**config.mk**
```make
export PLATFORM = sky130hd
export DESIGN_NAME = spi_master_top
export DESIGN_NICKNAME = d
export VERILOG_FILES = /design/src/verilog/spi_pkg.sv /design/src/verilog/spi_request_builder.sv /design/src/verilog/spi_cmd_fifo.sv /design/src/verilog/spi_sclk_gen.sv /design/src/verilog/spi_mode3_engine.sv /design/src/verilog/spi_master_top.sv
export SDC_FILE = /design/constraint.sdc
export NUM_CORES = 1
export LEC_CHECK = 0
export BUFFER_PORTS_ARGS = -buffer_cell sky130_fd_sc_hd__buf_2
export CORE_UTILIZATION = 25
export DETAILED_ROUTE_END_ITERATION = 8
export GPL_TIMING_DRIVEN = 0
export HOLD_SLACK_MARGIN = 0.03
export PLACE_DENSITY_LB_ADDON = 0.12
export SLEW_MARGIN = 20
export SYNTH_ARGS = -nofsm -noshare
export SYNTH_HDL_FRONTEND = slang
export SYNTH_SLANG_ARGS = --single-unit
```
**constraint.sdc**
```tcl
create_clock -name clk_in -period 3.5 [get_ports clk_in]
set_clock_uncertainty 0.2 [all_clocks]
set_input_delay 0.35 -clock clk_in [delete_from_list [all_inputs] [get_ports clk_in]]
set_output_delay 0.35 -clock clk_in [all_outputs]
set_load 0.02 [all_outputs]
```
**src/verilog/spi_pkg.sv**
```systemverilog
// Shared frame layout, command codes and transfer types for the SPI register master
package spi_pkg;

  // fixed frame geometry
  localparam int FRAME_BITS  = 40;
  localparam int CS_LINES    = 4;
  localparam int CS_SEL_BITS = 2;

  // byte a peripheral shifts back in the command slot
  localparam logic [7:0] STATUS_BYTE = 8'h5A;

  // read flag position inside the command byte
  localparam int CMD_READ_BIT = 7;

  typedef enum logic {
    OP_WRITE = 1'b0,
    OP_READ  = 1'b1
  } spi_op_e;

  // on-wire order is cmd, addr, data, msb first
  typedef struct packed {
    logic [7:0]  cmd;
    logic [15:0] addr;
    logic [15:0] data;
  } spi_reg_frame_t;

  // same 40 bits seen as a shift word or as register fields
  typedef union packed {
    logic [FRAME_BITS-1:0] raw;
    spi_reg_frame_t        fields;
  } spi_frame_u;

  typedef struct packed {
    spi_op_e                op;
    logic [CS_SEL_BITS-1:0] cs_sel;
    logic [15:0]            addr;
    logic [15:0]            wdata;
  } spi_req_t;

  // one command buffer entry
  typedef struct packed {
    logic [CS_SEL_BITS-1:0] cs_sel;
    spi_frame_u             frame;
  } spi_cmd_t;

  typedef struct packed {
    logic [CS_SEL_BITS-1:0] cs_sel;
    spi_frame_u             rx;
  } spi_rsp_t;

endpackage

```
**src/verilog/spi_request_builder.sv**
```systemverilog
// Request builder packing host register requests into SPI frames under credit flow control
`timescale 1ns/1ps

module spi_request_builder #(
  parameter int FIFO_DEPTH = 4
) (
  input  logic              clk_in,
  input  logic              reset_n_in,
  input  logic              req_valid,
  input  spi_pkg::spi_req_t req,
  output logic              req_ready,
  input  logic              credit_return,
  output logic              push,
  output spi_pkg::spi_cmd_t cmd
);
  import spi_pkg::*;

  localparam int CRED_BITS = $clog2(FIFO_DEPTH + 1);

  logic [CRED_BITS-1:0] credits;
  logic                 accept;
  spi_frame_u           frame_next;

  // one free buffer slot per credit
  assign req_ready = (credits != '0);
  assign accept    = req_valid && req_ready;

  // build the frame through the field view
  always_comb begin
    frame_next.fields.cmd               = '0;
    frame_next.fields.cmd[CMD_READ_BIT] = (req.op == OP_READ);
    frame_next.fields.addr              = req.addr;
    // reads carry an empty data slot
    frame_next.fields.data              = (req.op == OP_READ) ? '0 : req.wdata;
  end

  always_ff @(posedge clk_in or negedge reset_n_in) begin
    if (!reset_n_in) begin
      credits <= CRED_BITS'(FIFO_DEPTH);
    end else begin
      case ({accept, credit_return})
        2'b10:   credits <= credits - 1'b1;
        2'b01:   credits <= credits + 1'b1;
        default: credits <= credits;
      endcase
    end
  end

  always_ff @(posedge clk_in or negedge reset_n_in) begin
    if (!reset_n_in) begin
      push <= 1'b0;
    end else begin
      push <= accept;
    end
  end

  // entry payload, valid only with push
  always_ff @(posedge clk_in) begin
    if (accept) begin
      cmd.cs_sel <= req.cs_sel;
      cmd.frame  <= frame_next;
    end
  end

endmodule

```
**src/verilog/spi_cmd_fifo.sv**
```systemverilog
// Command buffer holding SPI frames and returning one credit per entry popped
`timescale 1ns/1ps

module spi_cmd_fifo #(
  parameter int FIFO_DEPTH = 4
) (
  input  logic              clk_in,
  input  logic              reset_n_in,
  input  logic              push,
  input  spi_pkg::spi_cmd_t cmd,
  input  logic              pop,
  output logic              head_valid,
  output spi_pkg::spi_cmd_t head,
  output logic              credit_return
);
  import spi_pkg::*;

  localparam int PTR_BITS = (FIFO_DEPTH > 1) ? $clog2(FIFO_DEPTH) : 1;
  localparam int CNT_BITS = $clog2(FIFO_DEPTH + 1);
  localparam logic [PTR_BITS-1:0] LAST_SLOT = PTR_BITS'(FIFO_DEPTH - 1);

  spi_cmd_t            mem [FIFO_DEPTH];
  logic [PTR_BITS-1:0] wr_ptr;
  logic [PTR_BITS-1:0] rd_ptr;
  logic [CNT_BITS-1:0] count;

  // wrap for depths that are not a power of two
  function automatic logic [PTR_BITS-1:0] next_ptr(input logic [PTR_BITS-1:0] ptr);
    return (ptr == LAST_SLOT) ? '0 : ptr + 1'b1;
  endfunction

  assign head_valid = (count != '0);
  assign head       = mem[rd_ptr];

  always_ff @(posedge clk_in or negedge reset_n_in) begin
    if (!reset_n_in) begin
      wr_ptr        <= '0;
      rd_ptr        <= '0;
      count         <= '0;
      credit_return <= 1'b0;
    end else begin
      // overflow is ruled out by the credits upstream
      if (push) begin
        wr_ptr <= next_ptr(wr_ptr);
      end
      if (pop) begin
        rd_ptr <= next_ptr(rd_ptr);
      end
      case ({push, pop})
        2'b10:   count <= count + 1'b1;
        2'b01:   count <= count - 1'b1;
        default: count <= count;
      endcase
      credit_return <= pop;
    end
  end

  always_ff @(posedge clk_in) begin
    if (push) begin
      mem[wr_ptr] <= cmd;
    end
  end

endmodule

```
**src/verilog/spi_sclk_gen.sv**
```systemverilog
// Serial clock divider producing mode 3 sclk levels with fall and rise strobes
`timescale 1ns/1ps

module spi_sclk_gen #(
  parameter int DIV_WIDTH = 4
) (
  input  logic                 clk_in,
  input  logic                 reset_n_in,
  input  logic                 run,
  input  logic [DIV_WIDTH-1:0] div_max,
  output logic                 sclk,
  output logic                 fall_stb,
  output logic                 rise_stb
);

  logic [DIV_WIDTH-1:0] cnt;
  logic                 tc;

  // strobes lead the sclk edge they announce by one cycle
  assign tc       = run && (cnt == div_max);
  assign fall_stb = tc && sclk;
  assign rise_stb = tc && !sclk;

  always_ff @(posedge clk_in or negedge reset_n_in) begin
    if (!reset_n_in) begin
      cnt  <= '0;
      sclk <= 1'b1;
    end else if (!run) begin
      // idle high, counter aligned for the next frame
      cnt  <= '0;
      sclk <= 1'b1;
    end else if (tc) begin
      cnt  <= '0;
      sclk <= ~sclk;
    end else begin
      cnt <= cnt + 1'b1;
    end
  end

endmodule

```
**src/verilog/spi_mode3_engine.sv**
```systemverilog
// Mode 3 shift engine sequencing chip select, sclk and 40-bit shift in and out per frame
`timescale 1ns/1ps

module spi_mode3_engine #(
  parameter int DIV_WIDTH = 4
) (
  input  logic                          clk_in,
  input  logic                          reset_n_in,
  input  logic                          head_valid,
  input  spi_pkg::spi_cmd_t             head,
  output logic                          pop,
  input  logic [DIV_WIDTH-1:0]          div_max,
  output logic                          sclk,
  output logic                          mosi,
  input  logic                          miso,
  output logic [spi_pkg::CS_LINES-1:0]  cs_n,
  output logic                          rsp_valid,
  output spi_pkg::spi_rsp_t             rsp
);
  import spi_pkg::*;

  localparam int BIT_CNT_BITS = $clog2(FRAME_BITS);

  typedef enum logic [1:0] {
    ST_IDLE,
    ST_SELECT,
    ST_SHIFT,
    ST_DESELECT
  } state_e;

  state_e                  state;
  logic                    run;
  logic                    fall_stb;
  logic                    rise_stb;
  logic [BIT_CNT_BITS-1:0] bit_cnt;
  logic                    last_bit;
  logic [DIV_WIDTH-1:0]    hold_cnt;
  logic                    hold_done;
  logic [CS_SEL_BITS-1:0]  cs_sel_q;
  logic [CS_LINES-1:0]     cs_dec;
  spi_frame_u              tx_q;
  spi_frame_u              rx_q;

  // sclk only toggles between the select and the last rise
  assign run       = (state == ST_SELECT) || (state == ST_SHIFT);
  assign last_bit  = (bit_cnt == BIT_CNT_BITS'(FRAME_BITS - 1));
  // half period of sclk-high tail, also reused as the idle gap
  assign hold_done = (hold_cnt >= div_max);
  assign pop       = (state == ST_IDLE) && head_valid && hold_done;

  assign mosi       = tx_q.raw[FRAME_BITS-1];
  assign rsp.cs_sel = cs_sel_q;
  assign rsp.rx     = rx_q;

  spi_sclk_gen #(
    .DIV_WIDTH (DIV_WIDTH)
  ) sclk_gen_i (
    .clk_in     (clk_in),
    .reset_n_in (reset_n_in),
    .run        (run),
    .div_max    (div_max),
    .sclk       (sclk),
    .fall_stb   (fall_stb),
    .rise_stb   (rise_stb)
  );

  // one-cold select for the head entry
  always_comb begin
    cs_dec                = '1;
    cs_dec[head.cs_sel]   = 1'b0;
  end

  always_ff @(posedge clk_in or negedge reset_n_in) begin
    if (!reset_n_in) begin
      state     <= ST_IDLE;
      bit_cnt   <= '0;
      hold_cnt  <= '0;
      cs_n      <= '1;
      rsp_valid <= 1'b0;
    end else begin
      rsp_valid <= 1'b0;
      case (state)
        ST_IDLE: begin
          if (!hold_done) begin
            hold_cnt <= hold_cnt + 1'b1;
          end
          if (pop) begin
            state   <= ST_SELECT;
            cs_n    <= cs_dec;
            bit_cnt <= '0;
          end
        end
        ST_SELECT: begin
          // first fall only opens the bit, bit 39 is already out
          if (fall_stb) begin
            state <= ST_SHIFT;
          end
        end
        ST_SHIFT: begin
          if (rise_stb) begin
            bit_cnt <= bit_cnt + 1'b1;
            if (last_bit) begin
              state    <= ST_DESELECT;
              hold_cnt <= '0;
            end
          end
        end
        ST_DESELECT: begin
          if (hold_done) begin
            state     <= ST_IDLE;
            cs_n      <= '1;
            rsp_valid <= 1'b1;
            hold_cnt  <= '0;
          end else begin
            hold_cnt <= hold_cnt + 1'b1;
          end
        end
        default: state <= ST_IDLE;
      endcase
    end
  end

  // transmit shifter, keeps mosi low out of reset
  always_ff @(posedge clk_in or negedge reset_n_in) begin
    if (!reset_n_in) begin
      tx_q.raw <= '0;
    end else if (pop) begin
      tx_q.raw <= head.frame.raw;
    end else if ((state == ST_SHIFT) && fall_stb) begin
      tx_q.raw <= {tx_q.raw[FRAME_BITS-2:0], 1'b0};
    end
  end

  // receive side, sampled on each rise
  always_ff @(posedge clk_in) begin
    if (pop) begin
      cs_sel_q <= head.cs_sel;
    end
    if ((state == ST_SHIFT) && rise_stb) begin
      rx_q.raw <= {rx_q.raw[FRAME_BITS-2:0], miso};
    end
  end

endmodule

```
**src/verilog/spi_master_top.sv**
```systemverilog
// SPI register master top linking request builder, command buffer and mode 3 engine
`timescale 1ns/1ps

module spi_master_top #(
  parameter int FIFO_DEPTH = 4,
  parameter int DIV_WIDTH  = 4
) (
  input  logic                         clk_in,
  input  logic                         reset_n_in,
  input  logic                         req_valid,
  input  spi_pkg::spi_req_t            req,
  output logic                         req_ready,
  input  logic [DIV_WIDTH-1:0]         div_max,
  output logic                         sclk,
  output logic                         mosi,
  input  logic                         miso,
  output logic [spi_pkg::CS_LINES-1:0] cs_n,
  output logic                         rsp_valid,
  output spi_pkg::spi_rsp_t            rsp
);
  import spi_pkg::*;

  logic     push;
  logic     pop;
  logic     credit_return;
  logic     head_valid;
  spi_cmd_t cmd;
  spi_cmd_t head;

  spi_request_builder #(
    .FIFO_DEPTH (FIFO_DEPTH)
  ) builder_i (
    .clk_in        (clk_in),
    .reset_n_in    (reset_n_in),
    .req_valid     (req_valid),
    .req           (req),
    .req_ready     (req_ready),
    .credit_return (credit_return),
    .push          (push),
    .cmd           (cmd)
  );

  spi_cmd_fifo #(
    .FIFO_DEPTH (FIFO_DEPTH)
  ) cmd_fifo_i (
    .clk_in        (clk_in),
    .reset_n_in    (reset_n_in),
    .push          (push),
    .cmd           (cmd),
    .pop           (pop),
    .head_valid    (head_valid),
    .head          (head),
    .credit_return (credit_return)
  );

  spi_mode3_engine #(
    .DIV_WIDTH (DIV_WIDTH)
  ) engine_i (
    .clk_in     (clk_in),
    .reset_n_in (reset_n_in),
    .head_valid (head_valid),
    .head       (head),
    .pop        (pop),
    .div_max    (div_max),
    .sclk       (sclk),
    .mosi       (mosi),
    .miso       (miso),
    .cs_n       (cs_n),
    .rsp_valid  (rsp_valid),
    .rsp        (rsp)
  );

endmodule

```
### After elaboration in Yosys (flattened, before gate mapping)

Memory sizes are Yosys's and may differ from the RTL's.
Cells that the tools add are included.

| word-level totals | value |
|---|---|
| output and inout bits | 50 |
| logic and storage cells | 109 |
| memories kept | 1 |
| RAM bits | 140 |
| register bits after elaboration | 151 |
| bits of input ports | 43 |

| operators by class | value |
|---|---|
| reduce and logical (&&, ||, !) cells | 24 |
| bitwise operators | 2 |
| multiplexer cells | 33 |
| magnitude comparators | 3 |
| equality and inequality tests | 18 |
| add/subtract/negate cells | 9 |

Memories:

| memory | words | bits a word | read ports | clocked after memory_dff | write ports | line | source |
|---|---|---|---|---|---|---|---|
| cmd_fifo_i.mem | 4 | 35 | 1 | 0 | 1 | spi_cmd_fifo.sv:22 | `spi_cmd_t mem [FIFO_DEPTH];` |

Operator list:

| cell | number |
|---|---|
| $mux 40 | 2 |
| $mux 4 | 8 |
| $mux 2 | 7 |
| $eq 2x2->1 const B | 6 |
| $mux 6 | 2 |
| $pmux 3 s2 | 2 |
| $pmux 4 s3 | 1 |
| $pmux 6 s2 | 1 |
| $ne 2x1->1 const B | 5 |
| $reduce_bool 2->1 | 5 |
| $logic_and 1x1->1 | 9 |
| $reduce_bool 3->1 | 3 |
| $add 4x1->4 const B | 2 |
| $pmux 2 s4 | 1 |
| $pmux 4 s2 | 1 |
| $mux 1 | 7 |
| $add 3x1->3 const B | 2 |
| $add 6x1->6 const B | 1 |
| $eq 2x1->1 const B | 3 |
| $eq 6x6->1 const B | 1 |
| $reduce_and 3->1 | 2 |
| $sub 3x1->3 const B | 2 |
| $reduce_and 5->1 | 1 |
| $add 2x1->2 const B | 2 |
| 12 further kinds | 13 |

### Longest topological paths before layout

An unclocked memory read counts as a cell.

| logic depth | value |
|---|---|
| word-level depth | 8 |
| depth in mapped cells | 13 |
| gate-level depth less buffers | 11 |

### By module

Synthesis repeated with hierarchy kept, for this count alone.

| second synthesis, totals | value |
|---|---|
| cell total of the unflattened synthesis | 688 |
| area total of the unflattened synthesis | 12487.0 µm² |

Modules (own cells, without submodules):

| module | seq. area each (µm²) | instances | area each (µm²) | cells each |
|---|---|---|---|---|
| spi_cmd_fifo | 5245.0 | 1 | 6547.5 | 255 |
| spi_mode3_engine | 2692.6 | 1 | 4234.1 | 335 |
| spi_request_builder | 1152.4 | 1 | 1412.6 | 75 |
| spi_sclk_gen | 126.4 | 1 | 292.8 | 23 |

### Least setup slack after synthesis

No wires, ideal clock.

| path | value |
|---|---|
| kind | reg2reg |
| start point | register engine_i.state[0] |
| end point | register engine_i.bit_cnt[2] |
| required time | 3.176 ns |
| setup time | 0.124 ns |
| slack | -0.292 ns |
| arrival | 3.467 ns |
| clock period less this slack | 3.792 ns |
| path buffers | 0 |
| stages on the path, launching flop included | 7 |
| cells stage by stage | dfrtp_1 > inv_1 > ha_1 > nand2_1 > nor3_2 > o21ai_0 > a211o_1 |

| on the way | value |
|---|---|
| longest elaborated chain between the ends | 6 |
| elaborated cells on any way between the ends | 13 |
| those cells by class | 4 x eq/ne; 1 x mux; 8 x reduce/logical |

RTL lines:

| element | line | source |
|---|---|---|
| from (decl) | spi_mode3_engine.sv:31 | `state_e state;` |
| from (signal assigned) | spi_mode3_engine.sv:75 | `state <= ST_IDLE;` |
| from (signal assigned) | spi_mode3_engine.sv:88 | `state <= ST_SELECT;` |
| from (signal assigned) | spi_mode3_engine.sv:96 | `state <= ST_SHIFT;` |
| $eq 2x1->1 or $eq 2x2->1 (tied branches) | spi_mode3_engine.sv:45, spi_mode3_engine.sv:82 |  |
| $logic_or 1x1->1 | spi_mode3_engine.sv:45 | `assign run = (state == ST_SELECT) \|\| (state == ST_SHIFT);` |
| $logic_and 1x1->1 | spi_sclk_gen.sv:20 | `assign tc = run && (cnt == div_max);` |
| $logic_and 1x1->1 | spi_sclk_gen.sv:22 | `assign rise_stb = tc && !sclk;` |
| $ne 2x1->1 (no source line) | - |  |
| $reduce_and 3->1 (no source line) | - |  |
| to (signal assigned) | spi_mode3_engine.sv:101 | `bit_cnt <= bit_cnt + 1'b1;` |
| to (decl) | spi_mode3_engine.sv:35 | `logic [BIT_CNT_BITS-1:0] bit_cnt;` |

Several ways; a longest one is shown, not always the timed one.
A chain may end at the register's enable or synchronous reset.

### Worst setup path after layout

| path | value |
|---|---|
| start point | register engine_i.hold_cnt[2] |
| end point | register cmd_fifo_i.count[2] |

| on the way | value |
|---|---|
| longest elaborated chain between the ends | 4 |
| elaborated cells on any way between the ends | 6 |
| those cells by class | 1 x order compare; 2 x eq/ne; 1 x mux; 2 x reduce/logical |

RTL lines:

| element | line | source |
|---|---|---|
| from (decl) | spi_mode3_engine.sv:37 | `logic [DIV_WIDTH-1:0] hold_cnt;` |
| from (signal assigned) | spi_mode3_engine.sv:85 | `hold_cnt <= hold_cnt + 1'b1;` |
| from (signal assigned) | spi_mode3_engine.sv:115 | `hold_cnt <= hold_cnt + 1'b1;` |
| $ge 4x4->1 (*) | spi_mode3_engine.sv:48 | `assign hold_done = (hold_cnt >= div_max);` |
| $logic_and 1x1->1 (*) | spi_mode3_engine.sv:49 | `assign pop = (state == ST_IDLE) && head_valid && hold_done;` |
| named net cmd_fifo_i.pop | spi_cmd_fifo.sv:11 | `input logic pop,` |
| $eq 2x1->1 or $eq 2x2->1 (tied branches) | spi_cmd_fifo.sv:49 | `case ({push, pop})` |
| $pmux 3 s2 or $reduce_bool 2->1 (tied branches) | - |  |
| to (signal assigned) | spi_cmd_fifo.sv:50 | `2'b10: count <= count + 1'b1;` |
| to (signal assigned) | spi_cmd_fifo.sv:51 | `2'b01: count <= count - 1'b1;` |
| to (signal assigned) | spi_cmd_fifo.sv:52 | `default: count <= count;` |
| to (decl) | spi_cmd_fifo.sv:25 | `logic [CNT_BITS-1:0] count;` |

The timed path passes the listed nets; every way through them passes the cells marked *.

==> summary.txt <==
Routing
  • Routed WL per cell: 15.9 um
  • Via density: 4.16
  • WL final: 22500 um
  • First-pass detailed-route iteration total: 4
  • Vias: 5901
  • Post-DRT Antenna Nets: 0
  • Remaining DRCs: 0
  • DR iter-0 viols: 251

CTS
  • H-tree depth: 2
  • CTS buffer count: 34
  • CTS tree: done
  • Root buffer cell: clkbuf_16
  • Clk buf depth: 3
  • Clock slew at reported path FFs: 0.06 ns
  • Worst-Skew Late Latency: 0.52 ns
  • Clock Sinks: 291

Logic synthesis
  • Seq/Total Area, Yosys: 0.749
  • Syn Inst Count: 631
  • Post-synth ARST share: 0.254
  • Cell variety after synth: 51
  • Main area contributors after synthesis: edfxtp_1 (58%), dfrtp_1 (15%), mux4_2 (7.0%)
  • Post-synth EDFFs: 217
  • Post-synthesis register bit count: 291
  • Dominant cell type by area after synthesis: edfxtp_1
  • Top_reg_cell synth: edfxtp_1
  • Yosys top cell area share: 0.582
  • Synth Warn #: 0
  • Post-synth net total: 694
  • Synth Area per Inst: 17.7 sq um
  • Synthesized cell area: 11200 sq um

GRT
  • Vias in the first global route: 6331
  • Largest net degree at the start of global routing: 53
  • Total gr overflow: 0
  • First-pass GRT wire length: 35100 um
  • Tot GR Track Use: 0.102
  • Initial antenna violation count: 0

Cells and area
  • Area occupied by multi-input gates: 2680 sq um
  • Fill cells: 4334
  • Final nets: 864
  • Number of inserted diodes: 0
  • Area growth syn-to-layout: 25.2%
  • FF+latch area: 8380 sq um
  • Share of cells above drive strength 1: 0.260
  • Post-route cell area: 14000 sq um
  • Core Util, Final: 0.317

STA
  • Peak Freq: 312 MHz
  • RSZ-0062 raised after global routing: false
  • Max-slew violation count: 0
  • Final setup violating endpoints: 0
  • Slew @ Worst Pin: 0.750 ns
  • Fin crit share: 0.916
  • Final worst slack: 0.295 ns
  • Final min period: 3.20 ns
  • Final hold viol count: 0
  • Rel. slew slack: 0.500

Worst setup path
  • CP Launch Type: flop
  • Required @ worst endpoint: 3.73 ns
  • Crit path launch: engine_i.hold_cnt[2]
  • Worst reg2reg path startpoint: engine_i.hold_cnt[2]
  • Crit Path Max Fanout: 13
  • Setup CP Type: reg2reg
  • Worst EP arrival: 3.43 ns
  • Nature of the critical path endpoint: flop

Place
  • IO Port Bufs: 92
  • Pre-CTS WS: -0.457 ns
  • Final GP Congestion: 0.656
  • Dpl cell area: 12500 sq um
  • DP HPWL: 13800 um

Die
  • Initial core utilization: 0.253
  • Total core area: 44200 sq um
  • Die area: 45600 sq um
  • Top Ports: 93
  • Die width: 214 um
  • # rows: 77
  • Vert. Die Dim: 214 um

Power
  • Comb pwr share: 0.223
  • PwrDens: 782 nW/um^2
  • Power Total: 11.0 mW
  • Leakage power: 5.03 nW
  • VDD IR max: 0.000282 V
  • Switch Pwr: 3.06 mW
  • Int Power: 7.89 mW
  • Switching share of power: 0.280
  • Seq pwr share: 0.450
  • Clock Power Share: 0.327

Hold path
  • Hold Path Class: in2reg
  • Hold Crit Start: req[0]

Run status
  • Status: finished, final reports clean

Job
  • Maxcap violations: 0
per-layer routing:
| metal | vias up | wire (um) | track usage |
|---|---|---|---|
| li1 | 2741 | - | - |
| met1 | 3001 | 9820 | 0.122 |
| met2 | 116 | 11100 | 0.175 |
| met3 | 43 | 951 | 0.0234 |
| met4 | 0 | 631 | 0.0411 |
| met5 | - | 0 | 0 |
synthesized netlist by cell type (2+ instances only):
library cell,number
o21ai_0,41
fa_1,2
xnor2_1,8
a22o_1,2
or3_1,5
ha_1,18
mux2_2,4
o22a_1,2
nand2_1,48
nand3_1,5
dfrtp_1,68
a31oi_1,2
o211ai_1,3
o21a_1,2
edfxtp_1,217
mux2i_1,40
nor2_1,21
dfstp_2,6
mux4_2,35
buf_2,11
nand3b_1,2
clkbuf_1,9
xor2_1,6
and2_1,6
and3_1,2
inv_1,16
mux2_4,2
nand2b_1,3
nor2b_1,19
a21oi_1,3
buf_1,3
repair_timing:
action | CTS | global route
setup buffers | 0 | 2
hold endpoints to repair | 108 | 0
hold buffers | 36 | 0
resized for setup | 3 | 3
setup endpoints to repair | 2 | 2
pin swaps | 0 | 1
stage by stage:
stage | hold slack (ns) | TNS, ns | instances
final | 0.0672 | 0 | 1418
after global routing | 0.0467 | 0 | 1418
after CTS | 0.0354 | 0 | 1416
after detailed placement | 0.0998 | -0.679 | 1319
after global placement | 0.235 | -0.701 | 1315
after floorplan | -0.146 | 0 | 631
state kept, by name, indices dropped and copies added, names as in the netlist:
signal	count
builder_i.cmd	35
builder_i.credits	3
builder_i.push	1
cmd_fifo_i.count	3
cmd_fifo_i.credit_return	1
cmd_fifo_i.mem	140
cmd_fifo_i.rd_ptr	2
cmd_fifo_i.wr_ptr	2
engine_i.bit_cnt	6
engine_i.cs_n	4
engine_i.cs_sel_q	2
engine_i.hold_cnt	4
engine_i.rsp_valid	1
engine_i.rx_q	40
engine_i.sclk_gen_i.cnt	4
engine_i.sclk_gen_i.sclk	1
engine_i.state	2
engine_i.tx_q	40
power by group through the flow:
stage | combinational (mW) | clock (mW) | sequential [mW]
2_1_floorplan | 1.73 | 0 | 4.93
3_3_place_gp | 2.38 | 0 | 4.99
3_5_place_dp | 2.47 | 0 | 5.02
4_1_cts | 2.52 | 3.71 | 4.95
5_1_grt | 2.75 | 3.83 | 5.02
6_report | 2.44 | 3.58 | 4.93
critical path, stage by stage, from the launching register on:
cell      delay (ns)
dfrtp_1         0.42
ha_1            0.29
o211ai_1        0.12
o21ai_2         0.28
nor2b_4         0.24
clkbuf_4        0.23
buf_4           0.24
ha_1            0.21
inv_1           0.06
fa_1            0.37
xor2_1          0.15
nor2_1          0.11
xor2_1          0.17
placed cells by master (no fill, tap or decap), types with 5 or more instances in the layout:
cell type,instances
edfxtp_1,217
buf_2,100
dfrtp_1,68
nand2_1,48
o21ai_0,41
mux2i_1,40
dlygate4sd3_1,36
mux4_2,35
clkbuf_16,35
clkbuf_1,23
nor2_1,21
nor2b_1,18
ha_1,18
inv_1,15
xnor2_1,8
xor2_1,6
dfstp_2,6
or3_1,5
nand3_1,5
worst paths after layout:
| kind | endpoint | slack (ns) | cells after the start |
|---|---|---|---|
| max in group asynchronous | builder_i.credits[2] | 2.38 | 3 |
| setup reg to reg | cmd_fifo_i.count[2] | 0.30 | 12 |
| min in group asynchronous | engine_i.bit_cnt[0] | 0.12 | 2 |
| setup / recovery | cmd_fifo_i.count[2] | 0.30 | 12 |
| hold / removal | builder_i.cmd[0] | 0.07 | 2 |
| hold reg to reg | engine_i.rx_q[39] | 0.23 | 0 |
layout make-up:
| type | count | area share |
|---|---|---|
| flip-flops and latches | 291 | 0.598 |
| plain buffers | 23 | 0.00751 |
| clock inverters | 8 | 0.0102 |
| well taps | 592 | 0.0529 |
| repair buffers | 134 | 0.0654 |
| inverters | 16 | 0.00429 |
| multi-input cells | 301 | 0.191 |
| clock buffers | 53 | 0.0702 |
cell families after synthesis:
logic type	count (synthesis)	share of synthesized area
buffers and inverters	39	0.0143
DFF	291	0.749
AOI/OAI and AO/OA	66	0.0353
adders and majority gates	20	0.0237
xor gates and xnor gates	14	0.0110
muxes	81	0.113
and+or+nand+nor	120	0.0541
(Power assumes the default switching activity.)
